--- src/hw/event_cmpl_pkg.sv ---
// shared widths, depths and the FIFO entry type for the completion collector
package event_cmpl_pkg;

    // number of TURFIO completion streams
    localparam int TIO_COUNT = 4;

    // TURFIO beat carries the error field in the low bits and the done address above it
    localparam int TIO_DATA_W = 64;
    localparam int TIO_ERR_W  = 32;

    // header beat carries the error field in the low bits and a 12-bit address above it
    localparam int HDR_DATA_W = 24;
    localparam int HDR_ERR_W  = 8;
    localparam int HDR_ADDR_W = 12;

    // completion address as carried through the FIFOs
    localparam int ADDR_W = 13;

    // width of the outgoing completion stream
    localparam int CMPL_DATA_W = 16;

    // per-source FIFOs are small, the completion FIFO holds a full event buffer
    localparam int TIO_FIFO_DEPTH  = 16;
    localparam int CMPL_FIFO_DEPTH = 4096;

    // must hold 0..CMPL_FIFO_DEPTH
    localparam int CMPL_COUNT_W = 13;

    // reduced beat as stored in the TURFIO and header FIFOs
    // err is the OR of the beat's whole error field
    typedef struct packed {
        logic              err;
        logic [ADDR_W-1:0] addr;
    } cmpl_entry_t;

endpackage

--- src/hw/event_collector_slice.sv ---
`timescale 1ns/1ps

// register slice for one TURFIO stream
// the 64-bit beat is reduced to its error bit and done address on the way in,
// so both buffer stages only hold the 14-bit entry
module event_collector_slice (
    input  logic                                  memclk,
    input  logic                                  memresetn,

    input  logic                                  s_tvalid_i,
    input  logic [event_cmpl_pkg::TIO_DATA_W-1:0] s_tdata_i,
    output logic                                  s_tready_o,

    output logic                                  m_tvalid_o,
    output event_cmpl_pkg::cmpl_entry_t           m_entry_o,
    input  logic                                  m_tready_i
);

    event_cmpl_pkg::cmpl_entry_t in_entry;
    event_cmpl_pkg::cmpl_entry_t skid_entry;
    logic                        main_valid;
    logic                        skid_valid;
    logic                        accept;
    logic                        main_free;

    // error field sits below the done address
    always_comb begin
        in_entry.err  = |s_tdata_i[event_cmpl_pkg::TIO_ERR_W-1:0];
        in_entry.addr = s_tdata_i[event_cmpl_pkg::TIO_ERR_W +: event_cmpl_pkg::ADDR_W];
    end

    // upstream only sees back-pressure once the skid stage is occupied
    assign s_tready_o = !skid_valid;
    assign accept     = s_tvalid_i && !skid_valid;
    assign main_free  = !main_valid || m_tready_i;
    assign m_tvalid_o = main_valid;

    always_ff @(posedge memclk) begin
        if (!memresetn) begin
            main_valid <= 1'b0;
            skid_valid <= 1'b0;
        end else if (main_free) begin
            // skid entry is older, it moves first
            if (skid_valid) begin
                main_valid <= 1'b1;
                skid_valid <= 1'b0;
            end else begin
                main_valid <= accept;
            end
        end else if (accept) begin
            skid_valid <= 1'b1;
        end
    end

    always_ff @(posedge memclk) begin
        if (main_free) begin
            if (skid_valid) begin
                m_entry_o <= skid_entry;
            end else if (accept) begin
                m_entry_o <= in_entry;
            end
        end
        if (accept && !main_free) begin
            skid_entry <= in_entry;
        end
    end

endmodule

--- config.mk ---
export PLATFORM = sky130hd
export DESIGN_NAME = event_collector_slice
export DESIGN_NICKNAME = d
export VERILOG_FILES = /design/src/hw/event_cmpl_pkg.sv /design/src/hw/event_collector_slice.sv
export SDC_FILE = /design/constraint.sdc
export NUM_CORES = 1
export LEC_CHECK = 0
export BUFFER_PORTS_ARGS = -buffer_cell sky130_fd_sc_hd__clkbuf_2
export CAP_MARGIN = 5
export CELL_PAD_IN_SITES_DETAIL_PLACEMENT = 1
export CELL_PAD_IN_SITES_GLOBAL_PLACEMENT = 1
export CORE_MARGIN = 10
export CORE_UTILIZATION = 30
export CTS_CLUSTER_DIAMETER = 100
export DETAILED_ROUTE_END_ITERATION = 10
export PLACE_DENSITY = 0.8
export SLEW_MARGIN = 30
export SYNTH_ARGS = -nofsm -noshare
export SYNTH_HDL_FRONTEND = slang
export SYNTH_SLANG_ARGS = --single-unit
--- constraint.sdc ---
create_clock -name memclk -period 2.55 [get_ports memclk]
set_input_delay 0.255 -clock memclk [delete_from_list [all_inputs] [get_ports memclk]]
set_output_delay 0.255 -clock memclk [all_outputs]
set_load 0.1 [all_outputs]
==> results of run 1 <==
==> state kept, by name (all words and copies together) (netlist names) <==
name / count
skid_entry: 14
m_tvalid_o: 1
m_entry_o: 14
skid_valid: 1
==> cells in the mapped netlist <==
master,instances,area (um2)
edfxtp_1,28,840.8
mux2_2,13,146.4
nor4_1,4,25.02
nor4_2,4,50.05
dfxtp_1,2,40.04
nand2b_1,2,12.51
nand4_1,2,12.51
nor3b_1,2,15.01
a21boi_0,1,7.510
buf_4,1,7.510
buf_6,1,11.26
inv_1,1,3.750
nor2_1,1,3.750
o21a_1,1,7.510
o31a_1,1,8.760
or2_1,1,6.260
==> power by group through the flow <==
stage	clock [mW]	sequential (mW)	combinational, mW
floorplan	0	0.690	0.0312
CTS	0.367	0.570	0.206
global route	0.388	0.572	0.214
global placement	0	0.580	0.201
finish	0.352	0.570	0.203
detailed placement	0	0.581	0.206
==> cell type report <==
| type | count | area [um2] |
|---|---|---|
| fillers | 406 | 2110 |
| well taps | 48 | 60.06 |
| repair buffers | 66 | 335.3 |
| flip-flops and latches | 30 | 880.8 |
| inverters | 1 | 3.754 |
| multi-input cells | 32 | 300.3 |
| clock inverters | 2 | 8.758 |
| clock buffers | 6 | 72.57 |
==> critical path, delay by kind of cell (launching register included) <==
family | cells | cell delay, ps
buffers and inverters | 2 | 450
flip-flops | 1 | 540
==> stage by stage <==
step	cell area [um2]	instances	utilization	hold slack, ps	setup slack (ps)
floorplan	1204	65	-	353.9	302.0
global placement	1580	177	0.4190	452.5	1048
detailed placement	1580	177	0.4190	454.8	994.2
CTS	1662	185	0.4406	166.2	994.2
global route	1662	185	0.4406	165.0	916.2
finish	1662	185	0.4406	175.9	1038
==> worst max-delay path by stage <==
| stage | start | end | slack (ps) |
|---|---|---|---|
| after floorplan | m_tvalid_o$_SDFFE_PN0P_ | skid_entry[0]$_DFFE_PP_ | 300 |
| after global placement | skid_valid$_SDFFE_PP0N_ | m_entry_o[11]$_DFFE_PP_ | 1050 |
| after detailed placement | skid_valid$_SDFFE_PP0N_ | m_entry_o[1]$_DFFE_PP_ | 990 |
| after CTS | skid_valid$_SDFFE_PP0N_ | m_entry_o[6]$_DFFE_PP_ | 990 |
| after global routing | skid_valid$_SDFFE_PP0N_ | m_entry_o[6]$_DFFE_PP_ | 920 |
| final | skid_valid$_SDFFE_PP0N_ | s_tready_o | 1040 |
==> layer usage <==
metal | vias up | wire length [um]
met2 | 24 | 1859
met1 | 405 | 1193
met4 | 0 | 0
met5 | - | 0
met3 | 0 | 171
li1 | 402 | -
==> logic make-up after synthesis <==
family | Yosys count | share of synthesized area
mux | 13 | 0.1221
compound gates | 3 | 0.01984
buf+inv | 3 | 0.01879
simple gates | 16 | 0.1044
flops | 30 | 0.7349
==> summary.md, run 1 <==
| Metric | Value |
|---|---|
| HP Class | `in2reg` |
| Pint | `0.8024 mW` |
| Commonest non-fill, non-tap cell in the layout | `clkbuf_2` |
| Routability Congestion | `0.6765` |
| Top Usage Layer GRT | `met2` |
| Crit path capture type | `output port` |
| Lkg Pwr | `0.6657 nW` |
| Layout area overhead | `38.62%` |
| Global Route Usage Sum | `0.09135` |
| Number of diodes | `0` |
| Setup TNS Final | `0 ps` |
| Clock Pin Slew Worst Setup and Hold Paths | `60 ps` |
| CP Data Arrival Time | `1260 ps` |
| R2R Path End | `m_entry_o[6]$_DFFE_PP_` |
| Vias in the first global route | `966` |
| Grt total ovfl | `0` |
| Comb power frac | `0.181` |
| Die X | `83.21 um` |
| Slowest-stage cell, CP | `dfxtp_1` |
| GR Util met1 | `0.08548` |
| Worst slew pin tran | `634.6 ps` |
| Synth cell types | `16` |
| Num rows | `22` |
| Status | `finished, final reports clean` |
| Max transition margin | `0.5769` |
| Initial drt markers | `41` |
| Number of cells on the worst reg-to-reg path | `1` |
| Design Power | `1.125 mW` |
| Via count | `831` |
| Detailed Place HPWL | `2695 um` |
| Sequential power share | `0.506` |
| Hold buffers post-CTS | `0` |
| Average cell area after synthesis | `18.44 um2` |
| Commonest cells after routing, fill and taps aside | `64 x clkbuf_2, 28 x edfxtp_1, 13 x mux2_2, 5 x clkbuf_8` |
| Critical path class | `reg2out` |
| Met3 usage in global routing | `0.04492` |
| Worst hold stages | `1` |
| Fmax | `661.3 MHz` |
| IO Pins | `84` |
| Crit path time final | `1512 ps` |
| Pins over their slew limit | `0` |
| Sw frac | `0.2870` |
| Post-Syn Instances | `65` |
| RSZ-0062 raised after global routing | `false` |
| Maximum fanout along the worst path | `9` |
| Post-cts resize count | `0` |
| Grt met2 use | `0.1732` |
| Die ar. | `6924 um2` |
| Post-route ant nets | `0` |
| Max-cap violations | `0` |
| Total routed wirelength | `3225 um` |
| CP peak stage delay | `540 ps` |
| CTS max path bufs | `2` |
| Clock skew | `4.997 ps` |
| Register bit total from synthesis | `30` |
| Number of port buffers | `64` |
| Sequential fraction of the synthesis area | `0.7349` |
| Post-Synthesis Net Count | `133` |
| DRC viols | `0` |
| Die height | `83.21 um` |
| Pre-antenna DRT Iters | `2` |
| CP required | `2300 ps` |
| Drt wl/cell | `17.43 um` |
| Starting Density | `0.3179` |
| PwrDens | `677.3 nW/um2` |
| Largest net degree at the start of global routing | `15` |
| Reg2reg start | `skid_valid$_SDFFE_PP0N_` |
| Net switching power | `0.3230 mW` |
| CP startpoint kind | `register` |
| Vias per Instance | `4.492` |
| CTS root buf | `clkbuf_8` |
| Synth Warn # | `0` |
| Share of layout cells above drive strength 1 | `0.6569` |
| Worst-Skew Late Latency | `270 ps` |
| Final period utilization | `0.5930` |
| Crit-path cells | `inv_1, clkbuf_2` |
| Clock sinks | `30` |
| First-pass GRT wire length | `4995 um` |
| Core box area | `3771 um2` |
| HP Start | `s_tdata_i[33]` |
| Flop-to-flop setup slack | `1040 ps` |
| Hold endpoint | `skid_entry[1]$_DFFE_PP_` |
| Final Hold Violating Endpoints | `0` |
| Setup violations, final | `0` |
| Post-CTS setup buffers | `0` |
| Htree depth | `2` |
| Initial antenna violation count | `0` |
| Clock power share | `0.313` |
| Cell area after synthesis | `1199 um2` |
| Nets | `204` |
| Max VDD drop | `0.2382 mV` |
| CTS tree | `yes` |
| CTS Buf Count | `5` |
Power figures use the tool's default switching activity.
==> run 2: changes to the inputs <==
clock period = 1.4 ns   (was 2.55 ns; I/O delays follow)
==> run 2 against run 1 <==
  * Worst hold slack got worse by 120 ps
  * Power rose by 84%
  * Non-clock buffer count rose by 3
  * Clock-buffer cell count did not move
  * First-iteration DRC count fell by 27%
  * Worst setup slack got worse by 870 ps
  * Via count rose by 4.7%
  * Utilization rose by 1.8 points
  * Clock skew fell by 3.3 ps
==> summary.md, run 2 (synthesized netlist as in run 1, its figures left out) <==
| Metric | Value |
|---|---|
| Status | `finished, final reports clean` |
| Layout area overhead | `44.26%` |
| Hold buffers post-CTS | `0` |
| CP required | `1260 ps` |
| R2R Path End | `skid_entry[12]$_DFFE_PP_` |
| Starting Density | `0.3179` |
| Design Power | `2.076 mW` |
| Placed Instances | `180` |
| Number of diodes | `0` |
| Crit path from | `m_tvalid_o$_SDFFE_PN0P_` |
| Commonest non-fill, non-tap cell in the layout | `clkbuf_2` |
| Core box area | `3771 um2` |
| Commonest cells after routing, fill and taps aside | `63 x clkbuf_2, 28 x edfxtp_1, 13 x mux2_2, 5 x clkbuf_8` |
| Drt wl/cell | `17.91 um` |
| DRC viols | `0` |
| Crit path max-delay family | `buffers and inverters` |
| Post-cts resize count | `0` |
| CP bufs+invs | `1` |
| Vias in the first global route | `1019` |
| Reg2reg start | `skid_valid$_SDFFE_PP0N_` |
| CTS max path bufs | `2` |
| PwrDens | `1200 nW/um2` |
| Clock Pin Slew Worst Setup and Hold Paths | `60 ps` |
| Final std cells w/o fill | `188` |
| Flop-to-flop setup slack | `230 ps` |
| Fmax | `812.8 MHz` |
| Global Route Usage Sum | `0.09729` |
| Critical path destination | `m_tvalid_o` |
| IO Pins | `84` |
| Crit-path cells | `clkbuf_2` |
| Setup violations, final | `0` |
| HP Class | `in2reg` |
| Fillers | `420` |
| Worst-Skew Late Latency | `280 ps` |
| Max-cap violations | `0` |
| CP startpoint kind | `register` |
| Pins over their slew limit | `0` |
| Final period utilization | `0.8787` |
| CP Data Arrival Time | `1090 ps` |
| Lkg Pwr | `0.6975 nW` |
| Critical path class | `reg2out` |
| CTS tree | `yes` |
| Largest net degree at the start of global routing | `15` |
| Final Hold Violating Endpoints | `0` |
| Initial drt markers | `30` |
| Crit path time final | `1230 ps` |
| CP peak stage delay | `460 ps` |
| Number of cells on the worst reg-to-reg path | `3` |
| Largest regs | `m_entry_o x14, skid_entry x14` |
| Die X | `83.21 um` |
| CTS root buf | `clkbuf_8` |
| CP Depth | `1` |
| Pre-antenna DRT Iters | `2` |
| Routability Congestion | `0.7305` |
| Crit path capture type | `output port` |
| Post-CTS setup buffers | `0` |
| Via count | `870` |
| Total routed wirelength | `3368 um` |
| Maximum fanout along the worst path | `2` |
| RSZ-0062 raised after global routing | `false` |
| Clock sinks | `30` |
| Initial antenna violation count | `0` |
| Htree depth | `2` |
| Slowest-stage cell, CP | `clkbuf_2` |
| Post-route ant nets | `0` |
| Worst slew pin tran | `561.2 ps` |
| Number of port buffers | `64` |
| Max VDD drop | `0.4904 mV` |
| Share of layout cells above drive strength 1 | `0.6786` |
| Num rows | `22` |
| Nets | `207` |
| Detailed Place HPWL | `2789 um` |
| First-pass GRT wire length | `5195 um` |
| Max transition margin | `0.6275` |
| Clock skew | `1.705 ps` |
| Grt total ovfl | `0` |
| Vias per Instance | `4.628` |
| Setup WS post-layout | `169.8 ps` |
| CTS Buf Count | `5` |
| Die ar. | `6924 um2` |
| Die height | `83.21 um` |
| Setup WS pre-CTS | `205.0 ps` |
run 2: cell count changes in the layout (fill, tap and decap cells not counted):
cell / delta
dfxtp_4: +1
nor3b_2: -1
dfxtp_1: -1
nand2b_4: +1
buf_4: +2
clkbuf_2: -1
nor3b_4: +1
nand2b_1: -1
buf_12: +2
run 2: final cells by class:
class	count	area (um2)	share of cell area
multi-input cells	32	314.1	0.1816
clock inverters	2	8.758	0.005065
repair buffers	69	385.4	0.2229
clock buffers	6	72.57	0.04197
well taps	48	60.06	0.03473
inverters	1	3.754	0.002171
flip-flops and latches	30	884.6	0.5116
run 2: worst min path at each step:
stage                              from                      end  cells past startpoint
after floorplan           s_tdata_i[32]  skid_entry[0]$_DFFE_PP_                      0
after global placement    s_tdata_i[38]  skid_entry[6]$_DFFE_PP_                      1
after detailed placement  s_tdata_i[37]  skid_entry[5]$_DFFE_PP_                      1
after CTS                 s_tdata_i[37]  skid_entry[5]$_DFFE_PP_                      1
after global routing      s_tdata_i[37]  skid_entry[5]$_DFFE_PP_                      1
final                     s_tdata_i[37]  skid_entry[5]$_DFFE_PP_                      1
run 2: stage by stage:
stage	util	TNS (ps)	hold WS, ps	instance area, um2
2_1_floorplan	-	-1086	238.9	1221
3_3_place_gp	0.4370	0	334.2	1648
3_5_place_dp	0.4370	0	337.8	1648
4_1_cts	0.4585	0	46.94	1729
5_1_grt	0.4585	0	33.16	1729
6_report	0.4585	0	52.65	1729
run 2: power by group:
part           switching (mW)  internal, mW  total (mW)
Combinational           0.280         0.107       0.388
Sequential             0.0118          1.03        1.04
Clock                   0.310         0.341       0.650
Total                   0.602          1.47        2.08
run 2: per-layer routing:
| layer | up-vias | routed length, um | global-route usage |
|---|---|---|---|
| li1 | 410 | - | - |
| met1 | 421 | 1176 | 0.08808 |
| met2 | 32 | 1878 | 0.1774 |
| met3 | 7 | 251 | 0.05566 |
| met4 | 0 | 61 | 0.03077 |
| met5 | - | 0 | 0 |
