[src/hw/cmpl_sync_fifo.sv]
`timescale 1ns/1ps

// first-word-fall-through synchronous FIFO
// the head entry is always presented on dout_o while valid_o is high,
// rd_en_i acts as the pop once the consumer has taken it
module cmpl_sync_fifo #(
    parameter type payload_t = logic [7:0],
    parameter int  DEPTH     = 16
) (
    input  logic                         memclk,
    input  logic                         memresetn,

    input  logic                         wr_en_i,
    input  payload_t                     din_i,
    output logic                         full_o,

    input  logic                         rd_en_i,
    output payload_t                     dout_o,
    output logic                         valid_o,

    output logic [$clog2(DEPTH+1)-1:0]   count_o
);

    payload_t                          mem [DEPTH];
    logic [$clog2(DEPTH)-1:0]          wr_ptr;
    logic [$clog2(DEPTH)-1:0]          rd_ptr;
    logic [$clog2(DEPTH+1)-1:0]        count_r;
    logic [$clog2(DEPTH+1)-1:0]        count_next;
    logic                              full_r;
    logic                              do_wr;
    logic                              do_rd;

    // writes while full and reads while empty are dropped here
    assign do_wr = wr_en_i && !full_r;
    assign do_rd = rd_en_i && (count_r != '0);

    always_comb begin
        count_next = count_r;
        if (do_wr && !do_rd) begin
            count_next = count_r + 1'b1;
        end else if (do_rd && !do_wr) begin
            count_next = count_r - 1'b1;
        end
    end

    // pointers, occupancy and full flag
    always_ff @(posedge memclk) begin
        if (!memresetn) begin
            wr_ptr  <= '0;
            rd_ptr  <= '0;
            count_r <= '0;
            full_r  <= 1'b0;
        end else begin
            if (do_wr) begin
                wr_ptr <= (wr_ptr == DEPTH - 1) ? '0 : wr_ptr + 1'b1;
            end
            if (do_rd) begin
                rd_ptr <= (rd_ptr == DEPTH - 1) ? '0 : rd_ptr + 1'b1;
            end
            count_r <= count_next;
            full_r  <= (count_next == DEPTH);
        end
    end

    // storage
    always_ff @(posedge memclk) begin
        if (do_wr) begin
            mem[wr_ptr] <= din_i;
        end
    end

    // fall-through read, so a write shows up one cycle later via count_r
    assign dout_o  = mem[rd_ptr];
    assign valid_o = (count_r != '0);
    assign full_o  = full_r;
    assign count_o = count_r;

endmodule

[config.mk]
export PLATFORM = sky130hd
export DESIGN_NAME = cmpl_sync_fifo
export DESIGN_NICKNAME = d
export VERILOG_FILES = /design/src/hw/cmpl_sync_fifo.sv
export SDC_FILE = /design/constraint.sdc
export NUM_CORES = 1
export LEC_CHECK = 0
export ABC_AREA = 1
export BUFFER_PORTS_ARGS = -buffer_cell sky130_fd_sc_hd__buf_2
export CORE_MARGIN = 2
export CORE_UTILIZATION = 55
export DETAILED_ROUTE_END_ITERATION = 6
export GPL_TIMING_DRIVEN = 0
export PLACE_DENSITY_LB_ADDON = 0.1
export SYNTH_ARGS = -nofsm -noshare
export SYNTH_HDL_FRONTEND = slang
export SYNTH_SLANG_ARGS = --single-unit
[constraint.sdc]
create_clock -name memclk -period 3.88 [get_ports memclk]
set_input_delay 0.194 -clock memclk [delete_from_list [all_inputs] [get_ports memclk]]
set_output_delay 0.194 -clock memclk [all_outputs]
set_load 0.01 [all_outputs]
==> results.rst, run 1 <==
.. list-table::
   :header-rows: 1

   * - Metric
     - Value
   * - Post-placement cell count
     - 692
   * - Number of rows created at floorplan
     - 38
   * - Summed negative setup slack over all endpoints
     - 0 ns
   * - Static Leakage
     - 2.41 nW
   * - Area contributors post-synth
     - edfxtp_1 (63%), nor2_1 (7.5%), dfxtp_1 (5.9%)
   * - Worst R2R Path Depth
     - 6
   * - Effective utilization at floorplan
     - 56.3%
   * - Combined area of the multi-input logic cells
     - 1650 µm²
   * - Max-cap viol count
     - 0
   * - Total area of sequential cells
     - 4200 µm²
   * - Width of the chip
     - 109 µm
   * - Peak supply drop
     - 0.463 mV
   * - Number of stages on the worst hold path
     - 1
   * - Fmax achieved
     - 375 MHz
   * - Element type at the critical path start
     - flop
   * - Number of failing hold endpoints at the final stage
     - 0
   * - Maximum fanout along the worst path
     - 10
   * - Synthesized netlist cell count
     - 526
   * - Deepest clock path buffer count
     - 2
   * - Final critical-path setup slack
     - 1.21 ns
   * - Total standard cell area after synthesis
     - 6080 µm²
   * - Post-route insts no fill
     - 725
   * - Skew final
     - 0.00492 ns
   * - Tot Pwr
     - 0.00465 W
   * - Capturing element type of the critical path
     - output pin
   * - Non-Filler Cell Area, Final
     - 6980 µm²
   * - Hold Path End
     - mem[3][3]
   * - Fraction of synthesized cell area taken by the top area cell type
     - 63.2%
   * - Antenna violations before repair
     - 0
   * - Pwr per Cell Area
     - 666 nW/µm²
   * - Clock buffer count from CTS
     - 17
   * - DRC violation total after the first TritonRoute iteration
     - 456
   * - # DRC
     - 0
   * - Run status
     - completed
   * - Global-route usage over all layers
     - 27.5%
   * - Vias per Instance
     - 5.72
   * - Setup slack, reg-to-reg
     - 1.98 ns
   * - Share of async-settable or async-resettable flops after synthesis
     - 0%
   * - Clock tree from TritonCTS
     - done
   * - Cell variety after synth
     - 31
   * - I/O Buffers
     - 26
   * - Clock Tree Root
     - clkbuf_8
   * - Chip Height
     - 109 µm
   * - Synth warn
     - 0
   * - Post-layout nets
     - 591
   * - Gates resized, CTS repair
     - 0
   * - Number of buffers inserted to repair setup after CTS
     - 0
   * - TritonCTS sink count
     - 146
   * - Crit path arrival time
     - 2.48 ns
   * - Routed Antenna Nets
     - 0
   * - Flip-flop and latch count after synthesis
     - 146
   * - Overall via count from detail_route
     - 4145
   * - Fraction of layout cells with a size suffix above 1
     - 13.7%
   * - FF-to-FF End
     - mem[3][6]
   * - Setup repair after global routing missed its margin
     - no
   * - Synthesized netlist net count
     - 545
   * - Number of enable flip-flop cells after synthesis
     - 128
   * - Worst-case setup slack after placement
     - 1.85 ns
   * - Vias in the first global route
     - 3942
   * - Required time of the critical path
     - 3.69 ns
   * - Deepest level of the CTS H-tree
     - 4
   * - Diodes inserted
     - 0
   * - Final weighted congestion in routability-driven placement
     - 0.883
   * - Global-route wire length before repair
     - 22.7 mm
   * - Hold_buf cts
     - 1
   * - Hold_sp
     - din_i[3]
   * - Placed wire-length estimate
     - 9.98 mm
   * - Transition time at the pin with the least slew margin
     - 0.973 ns
   * - Fraction of the cycle the final worst path needs
     - 68.8%
   * - Floorplan core area
     - 10800 µm²
   * - Ports
     - 27
   * - Placed cell area
     - 6380 µm²
   * - Primary flip-flop cell chosen by synthesis mapping
     - edfxtp_1
   * - Relative slew margins
     - 34.9%
   * - Overall overflow remaining after global route
     - 0
   * - Sequential cell area fraction in the yosys report
     - 69.2%
   * - Number of fill cells
     - 810
   * - Total count of max-transition violations in the final report
     - 0
   * - Post-DR wirelength/cell
     - 20.9 µm
   * - Final period demand of the worst path
     - 2.67 ns
   * - Class of the tightest hold or removal check
     - in2reg
   * - Layout Area Growth over Synthesis
     - 14.9%
   * - Die Outline Area
     - 11900 µm²
   * - Number of setup violations in the final report
     - 0
   * - Worst skew pair latency
     - 0.54 ns
   * - Clock Pin Slew Worst Setup and Hold Paths
     - 0.06 ns
   * - Synth area leader
     - edfxtp_1
   * - Post-Syn Area per Cell
     - 11.6 µm²
   * - Largest net degree at the start of global routing
     - 17
   * - Routed wire length
     - 15.2 mm
   * - Number of iterations in the first detailed-routing pass
     - 5
   * - Worst Path Class, Setup
     - reg2out
   * - Worst r2r src
     - full_o
area by class of cell:
| class | instances | share of cell area [%] |
|---|---|---|
| buffer | 26 | 1.90 |
| clock inverter | 6 | 0.538 |
| timing repair buffer | 27 | 2.01 |
| tap | 140 | 2.51 |
| sequential | 146 | 60.2 |
| multi-input combinational | 330 | 23.6 |
| clock buffer | 26 | 7.92 |
| inverter | 24 | 1.33 |
Yosys cell counts (3+ instances only):
master      n
nand2_1    44
nand3_2     3
nand4_1     3
o21ai_0    71
nand3_1    17
edfxtp_1  128
o211ai_1   32
nor3_1      3
buf_4       3
a21oi_1     8
nor2_1    122
clkbuf_1   13
ha_1        7
buf_2       7
inv_1      21
o21ai_1     8
dfxtp_1    18
routing by layer:
| layer | share of wire (%) | GRT usage (%) | up-vias |
|---|---|---|---|
| met5 | 0 | 0 | - |
| met4 | 3.1 | 11.7 | 0 |
| met3 | 7.7 | 7.59 | 30 |
| met2 | 47 | 42.8 | 169 |
| li1 | - | - | 1957 |
| met1 | 42 | 36.5 | 1989 |
through the flow:
stage               utilization (%)  hold WS [ns]
floorplan                         -         0.293
global placement               59.1         0.462
detailed placement             59.1         0.483
CTS                            64.7        0.0482
global route                   64.7        0.0645
finish                         64.7        0.0758
registers in the layout (all words and copies together) (netlist names), named ones only:
| register | flops |
|---|---|
| mem | 128 |
| full_o | 1 |
| rd_ptr | 4 |
| count_o | 5 |
| wr_ptr | 4 |
worst max path at each step:
stage | start | endpoint | cells after the start
floorplan | full_o | mem[11][0] | 6
global placement | flop | dout_o[4] | 7
detailed placement | flop | dout_o[2] | 7
CTS | flop | dout_o[2] | 7
global route | flop | dout_o[2] | 7
finish | flop | dout_o[2] | 7
worst max-delay path: stages (launching register included):
cell	delay, ns
dfxtp_1	0.32
buf_2	0.25
clkbuf_1	0.37
o21ai_0	0.19
o211ai_1	0.42
o211ai_1	0.18
nand2_1	0.09
buf_2	0.12
cell usage in the layout, fill, tap and decap left out, types with 3 or more instances in the layout:
cell and count:
o211ai_1 32, clkbuf_8 3, clkbuf_1 16, nand3_1 17, clkinv_2 3, ha_1 7, buf_4 3, dfxtp_1 18
nor2_1 122, nand2_1 44, nand4_1 3, nand3_2 3, o21ai_1 8, edfxtp_1 128, nor3_1 3, clkbuf_16 20
inv_1 21, clkinvlp_4 3, a21oi_1 8, o21ai_0 71, buf_2 33
cells by family after synthesis:
group	Yosys count	share of synthesized area [%]
simple gates	202	14.3
flops	146	69.2
compound gates	119	11.1
buf+inv	50	3.71
fa+ha+maj	7	1.44
xor+xnor	2	0.288
report_power, final:
part           internal, W  switching, W  leakage (nW)
logic             0.000388      0.000858         0.826
clock network     0.000971      0.000610         0.284
registers          0.00178     0.0000432          1.30
total              0.00314       0.00151          2.41
Note: power is estimated with default switching activity, not from simulation.
==> run 2, diff against run 1 <==
==> constraint.sdc (replaced) <==
create_clock -name memclk -period 2.25 [get_ports memclk]
set_input_delay 0.1125 -clock memclk [delete_from_list [all_inputs] [get_ports memclk]]
set_output_delay 0.1125 -clock memclk [all_outputs]
set_load 0.01 [all_outputs]
==> results.rst, run 2 (synthesized netlist as in run 1, its figures left out) <==
.. list-table::
   :header-rows: 1

   * - Metric
     - Value
   * - Number of flip-flops under the largest register name
     - 128 (unchanged)
   * - Maximum fanout along the worst path
     - 10 (unchanged)
   * - Pwr per Cell Area
     - 1150 nW/µm² (+72%)
   * - Slowest-stage cell, CP
     - dfxtp_2
   * - Most common library cell in the layout ignoring fill and taps
     - edfxtp_1
   * - Global-route usage over all layers
     - 27.8% (+0.31 points)
   * - Post-layout nets
     - 597 (+1.0%)
   * - Total count of max-transition violations in the final report
     - 0 (unchanged)
   * - Relative slew margins
     - 34.5% (-0.42 points)
   * - Power dissipated by switching net loads
     - 0.00267 W (+77%)
   * - Reg with most FFs
     - mem
   * - Largest net degree at the start of global routing
     - 17 (unchanged)
   * - Floorplan core area
     - 10800 µm² (unchanged)
   * - Max-cap viol count
     - 0 (unchanged)
   * - Global-route wire length before repair
     - 22.9 mm (+1.1%)
   * - Routed wire length
     - 15.4 mm (+1.3%)
   * - Ports
     - 27 (unchanged)
   * - # DRC
     - 0 (unchanged)
   * - Worst R2R Path Depth
     - 6 (unchanged)
   * - Element type at the critical path start
     - flop
   * - Maximum single-stage delay on the critical path
     - 0.37 ns (-0.05 ns)
   * - Effective utilization at floorplan
     - 56.3% (unchanged)
   * - Routed Antenna Nets
     - 0 (unchanged)
   * - Width of the chip
     - 109 µm (unchanged)
   * - Run status
     - completed
   * - Number of iterations in the first detailed-routing pass
     - 5 (unchanged)
   * - Antenna violations before repair
     - 0 (unchanged)
   * - Fraction of layout cells with a size suffix above 1
     - 16.9% (+3.2 points)
   * - Fraction of power consumed by the clock network
     - 33.3% (-0.7 points)
   * - Fmax achieved
     - 448 MHz
   * - Number of stages on the worst hold path
     - 4 (+3)
   * - Peak supply drop
     - 0.835 mV (+80%)
   * - Number of setup violations in the final report
     - 0 (unchanged)
   * - Deepest clock path buffer count
     - 2 (unchanged)
   * - Chip Height
     - 109 µm (unchanged)
   * - Number of buffers inserted to repair setup after CTS
     - 0 (unchanged)
   * - Die Outline Area
     - 11900 µm² (unchanged)
   * - Capturing element type of the critical path
     - output pin
   * - Number of rows created at floorplan
     - 38 (unchanged)
   * - Post-route insts no fill
     - 731 (+0.83%)
   * - Post-DR wirelength/cell
     - 21.0 µm (+0.47%)
   * - Worst hold slack after final layout
     - 0.0317 ns (-0.0441 ns)
   * - Commonest cells after routing, fill and taps aside
     - edfxtp_1 (128), nor2_1 (122), o21ai_0 (59)
   * - Layout Area Growth over Synthesis
     - 17.5%
   * - Clock buffer count from CTS
     - 17 (unchanged)
   * - Required time of the critical path
     - 2.14 ns (-1.55 ns)
   * - Number of failing hold endpoints at the final stage
     - 0 (unchanged)
   * - TritonCTS sink count
     - 146 (unchanged)
   * - Clock tree from TritonCTS
     - done
   * - Fraction of the cycle the final worst path needs
     - 99.3%
   * - Non-Filler Cell Area, Final
     - 7140 µm² (+2.3%)
   * - Crit path arrival time
     - 2.12 ns (-0.36 ns)
   * - Clock Tree Root
     - clkbuf_8
   * - Internal power contribution
     - 0.00554 W (+76%)
   * - Placed cell area
     - 6380 µm² (unchanged)
   * - Cell chain of the critical path
     - buf_8, inv_8, buf_6, nor2_1, nor2_1, o21ai_0, o21ai_1, o211ai_1, nand2_1, buf_2
   * - Skew final
     - 0.00621 ns (+0.00129 ns)
   * - Worst skew pair latency
     - 0.54 ns (about the same)
   * - Summed negative setup slack over all endpoints
     - 0 ns (unchanged)
   * - Overall overflow remaining after global route
     - 0 (unchanged)
   * - Final Core Density
     - 66.2% (+1.5 points)
   * - Placed wire-length estimate
     - 9.98 mm (unchanged)
   * - Fraction of power consumed by combinational cells
     - 28.1% (+1.3 points)
   * - Post-placement cell count
     - 692 (unchanged)
   * - I/O Buffers
     - 26 (unchanged)
   * - Power share of the sequential group
     - 38.5% (-0.7 points)
   * - Final period demand of the worst path
     - 2.23 ns
   * - Share of total power consumed by net switching
     - 32.5% (+0.039 points)
   * - Vias per Instance
     - 5.74 (+0.45%)
   * - Diodes inserted
     - 0 (unchanged)
   * - DRC violation total after the first TritonRoute iteration
     - 448 (-1.8%)
   * - Overall via count from detail_route
     - 4198 (+1.3%)
   * - Deepest level of the CTS H-tree
     - 4 (unchanged)
   * - Vias in the first global route
     - 3985 (+1.1%)
   * - Worst Path Class, Setup
     - reg2out
   * - Final weighted congestion in routability-driven placement
     - 0.883 (unchanged)
   * - Clock Pin Slew Worst Setup and Hold Paths
     - 0.06 ns (about the same)
   * - Static Leakage
     - 2.51 nW (+4.0%)
   * - Setup repair after global routing missed its margin
     - yes
   * - Cell repeated most along the worst path
     - nor2_1
   * - Class of the tightest hold or removal check
     - in2reg
   * - Transition time at the pin with the least slew margin
     - 0.979 ns (+0.00621 ns)
run 2: changes by cell type in the layout (fill, tap and decap cells not counted), moves of 6 or more:
cell,before,now
dlygate4sd3_1,1,7
clkbuf_2,0,7
o21ai_2,0,6
clkbuf_1,16,4
o21ai_0,71,59
o21ai_1,8,14
run 2: cell type report:
class                      instances  area, µm²
fill                             796       3650
clock buffer                      26        553
sequential                       146       4210
clock inverter                     6       37.5
timing repair buffer              34        205
buffer                            25        198
tap                              140        175
multi-input combinational        330       1670
inverter                          24       97.6
run 2: power by group through the flow:
stage | clock, W | combinational (W) | sequential, W
final | 0.00273 | 0.00231 | 0.00316
after global routing | 0.00284 | 0.00252 | 0.00317
after CTS | 0.00276 | 0.00221 | 0.00315
after detailed placement | 0 | 0.00211 | 0.00320
after global placement | 0 | 0.00207 | 0.00319
after floorplan | 0 | 0.00136 | 0.00320
run 2: path summary, 6_finish.rpt:
path,slack (ns),start,to
worst max-delay path,0.02,flop,dout_o[5]
worst max register to register,0.32,full_o,mem[3][6]
worst min-delay path,0.03,rd_en_i,flop
worst min register to register,0.49,rd_ptr[2],flop
run 2: what timing repair did:
action	4_1_cts	5_1_grt
endpoints found under the setup margin	8	8
hold endpoints to repair	85	0
resized for setup	27	24
hold buffers	7	0
gates cloned	1	0
pin swaps	3	2
run 2: through the flow:
stage               setup WS [ns]  power (W)
floorplan                   0.706    0.00456
global placement            0.359    0.00526
detailed placement          0.297    0.00531
CTS                       0.00457    0.00812
global route              -0.0386    0.00854
finish                     0.0161    0.00820
run 2: metal layers:
layer  share of wire, %  wire (µm)  global-route usage, %
met1                 42       6490                   37.0
met2                 48       7400                   43.3
met3                6.8       1050                   7.59
met4                2.9        448                   11.8
met5                  0          0                      0
run 2: critical path: cells and delay by family, from the launching register on:
family                 cells  cell delay, ns
DFF                        1            0.37
and+or+nand+nor            3            0.25
AOI/OAI and AO/OA          3            0.44
buffers and inverters      4            0.51
==> run 3, diff against run 2 <==
==> constraint.sdc (replaced) <==
create_clock -name memclk -period 2.25 [get_ports memclk]
set_input_delay 0.1125 -clock memclk [delete_from_list [all_inputs] [get_ports memclk]]
set_output_delay 0.1125 -clock memclk [all_outputs]
set_load 0.02 [all_outputs]
==> results.rst, run 3 (synthesized netlist as in run 1, its figures left out) <==
.. list-table::
   :header-rows: 1

   * - Metric
     - Value
   * - Clock tree from TritonCTS
     - done
   * - Worst R2R Path Depth
     - 6 (unchanged)
   * - Layout Area Growth over Synthesis
     - 17.7%
   * - Post-layout nets
     - 597 (unchanged)
   * - Total count of max-transition violations in the final report
     - 0 (unchanged)
   * - Non-Filler Cell Area, Final
     - 7150 µm² (+0.18%)
   * - Summed negative setup slack over all endpoints
     - -0.0000338 ns (-0.0000338 ns)
   * - Final critical-path setup slack
     - -0.0000338 ns (-0.0162 ns)
   * - Tot Pwr
     - 0.00835 W (+1.7%)
   * - Post-route met1 wirelength
     - 6.23 mm (-3.9%)
   * - Number of flip-flops under the largest register name
     - 128 (unchanged)
   * - Worst Path Class, Setup
     - reg2out
   * - Metal2 WL
     - 7.48 mm (+1.1%)
   * - Violations in the final reports
     - setup timing
   * - Deepest clock path buffer count
     - 2 (unchanged)
   * - Largest net degree at the start of global routing
     - 17 (unchanged)
   * - Routed Antenna Nets
     - 0 (unchanged)
   * - Uppermost layer routed
     - met4
   * - Clock Pin Slew Worst Setup and Hold Paths
     - 0.06 ns (about the same)
   * - Clock buffer count from CTS
     - 17 (unchanged)
   * - Final period demand of the worst path
     - 2.25 ns (+0.0162 ns)
   * - I/O Buffers
     - 26 (unchanged)
   * - Setup repair after global routing missed its margin
     - yes
   * - Antenna violations before repair
     - 0 (unchanged)
   * - Global-route wire length before repair
     - 23.1 mm (+0.54%)
   * - Ports
     - 27 (unchanged)
   * - Vias per Instance
     - 5.77 (+0.50%)
   * - Most common library cell in the layout ignoring fill and taps
     - edfxtp_1
   * - Setup slack, reg-to-reg
     - 0.35 ns (+0.03 ns)
   * - Cell chain of the critical path
     - buf_8, clkbuf_2, o21ai_0, o211ai_1, nand3_1, nand2_1, buf_2
   * - Relative slew margins
     - 36.0% (+1.5 points)
   * - Transition time at the pin with the least slew margin
     - 0.956 ns (-0.0227 ns)
   * - Placed cell area
     - 6380 µm² (unchanged)
   * - Number of failing hold endpoints at the final stage
     - 0 (unchanged)
   * - Sum of buffers and inverters on the critical path
     - 3 (-1)
   * - Global-route usage over all layers
     - 28.0% (+0.18 points)
   * - TritonCTS sink count
     - 146 (unchanged)
   * - Static Leakage
     - 2.52 nW (+0.27%)
   * - Clock Tree Root
     - clkbuf_8
   * - Width of the chip
     - 109 µm (unchanged)
   * - Max-cap viol count
     - 0 (unchanged)
   * - FF-to-FF End
     - mem[3][6]
   * - Worst skew pair latency
     - 0.54 ns (about the same)
   * - # DRC
     - 0 (unchanged)
   * - Diodes inserted
     - 0 (unchanged)
   * - Overall overflow remaining after global route
     - 0 (unchanged)
   * - Routed wire length
     - 15.4 mm (+0.42%)
   * - Maximum single-stage delay on the critical path
     - 0.36 ns (about the same)
   * - Placed wire-length estimate
     - 9.98 mm (unchanged)
   * - Number of stages on the worst hold path
     - 4 (unchanged)
   * - Reg with most FFs
     - mem
   * - Final Core Density
     - 66.3% (+0.12 points)
   * - Slowest-stage cell, CP
     - dfxtp_4
   * - Number of setup violations in the final report
     - 1 (+1)
   * - Effective utilization at floorplan
     - 56.3% (unchanged)
   * - Element type at the critical path start
     - flop
   * - Floorplan core area
     - 10800 µm² (unchanged)
   * - Fraction of the cycle the final worst path needs
     - 100% (+0.72 points)
   * - Crit path arrival time
     - 2.14 ns (+0.02 ns)
   * - Run status
     - finished, violations left
   * - Worst path top cell family by delay
     - buffers and inverters
   * - Routed length on met3
     - 1.36 mm (+30%)
   * - Skew final
     - 0.00557 ns (-0.000641 ns)
   * - Capturing element type of the critical path
     - output pin
   * - Hold_sp
     - rd_en_i
   * - Required time of the critical path
     - 2.14 ns (about the same)
   * - Commonest cells after routing, fill and taps aside
     - edfxtp_1 (128), nor2_1 (122), o21ai_0 (55)
   * - Post-DR wirelength/cell
     - 21.1 µm (+0.42%)
   * - Maximum fanout along the worst path
     - 10 (unchanged)
   * - Total number of cells along the worst setup path
     - 7 (-3)
   * - Worst r2r src
     - full_o
   * - Final weighted congestion in routability-driven placement
     - 0.883 (unchanged)
   * - Number of rows created at floorplan
     - 38 (unchanged)
   * - Number of buffers inserted to repair setup after CTS
     - 0 (unchanged)
   * - Die Outline Area
     - 11900 µm² (unchanged)
   * - Peak supply drop
     - 0.811 mV (-2.8%)
   * - DRC violation total after the first TritonRoute iteration
     - 521 (+16%)
   * - Deepest level of the CTS H-tree
     - 4 (unchanged)
   * - Overall via count from detail_route
     - 4219 (+0.50%)
   * - Pwr per Cell Area
     - 1170 nW/µm² (+1.6%)
   * - Vias in the first global route
     - 3957 (-0.70%)
   * - Chip Height
     - 109 µm (unchanged)
   * - Class of the tightest hold or removal check
     - in2reg
   * - Fraction of layout cells with a size suffix above 1
     - 16.9% (unchanged)
   * - Fmax achieved
     - 444 MHz (-0.72%)
   * - Number of iterations in the first detailed-routing pass
     - 5 (unchanged)
## run 3: layout make-up
cell class / count / area (µm²)
flip-flops and latches: 146 / 4210
plain buffers: 25 / 195
multi-input cells: 330 / 1670
fillers: 801 / 3640
clock buffers: 26 / 553
repair buffers: 34 / 218
well taps: 140 / 175
inverters: 24 / 97.6
clock inverters: 6 / 37.5
## run 3: metrics by stage
stage	setup WS, ns	std cells	hold slack [ns]
floorplan	0.593	526	0.211
global placement	0.335	692	0.426
detailed placement	0.263	692	0.437
CTS	-0.00737	731	0.0115
global route	-0.0695	731	0.0310
finish	-0.0000338	731	0.0341
## run 3: repair_timing
item | 4_1_cts | 5_1_grt
pin swaps | 4 | 1
gates resized for setup | 35 | 24
endpoints found under the setup margin | 8 | 8
endpoints found under the hold margin | 85 | 0
hold buffers | 7 | 0
cloned | 1 | 0
## run 3: where the power goes
| part | switching (W) | leakage, nW | internal, W |
|---|---|---|---|
| combinational | 0.00164 | 0.929 | 0.000817 |
| clock | 0.00105 | 0.284 | 0.00167 |
| sequential | 0.0000858 | 1.30 | 0.00308 |
## run 3: per-layer routing
layer,GRT usage (%),up-vias
met4,10.8,0
met2,44.1,186
met1,37.5,2041
met3,7.29,23
met5,0,-
li1,-,1969
## run 3: worst max path at each step
stage	endpoint	startpoint	slack (ns)
floorplan	flop	count_o[0]	0.59
global placement	dout_o[4]	flop	0.34
detailed placement	dout_o[2]	flop	0.26
CTS	dout_o[4]	flop	-0.007
global route	dout_o[4]	flop	-0.07
finish	dout_o[0]	flop	-0.00003
## run 3: worst min-delay path: stages
cell and delay (ns):
buf_2 0.15, nand2_4 0.11, nand2_1 0.07, a21oi_1 0.07
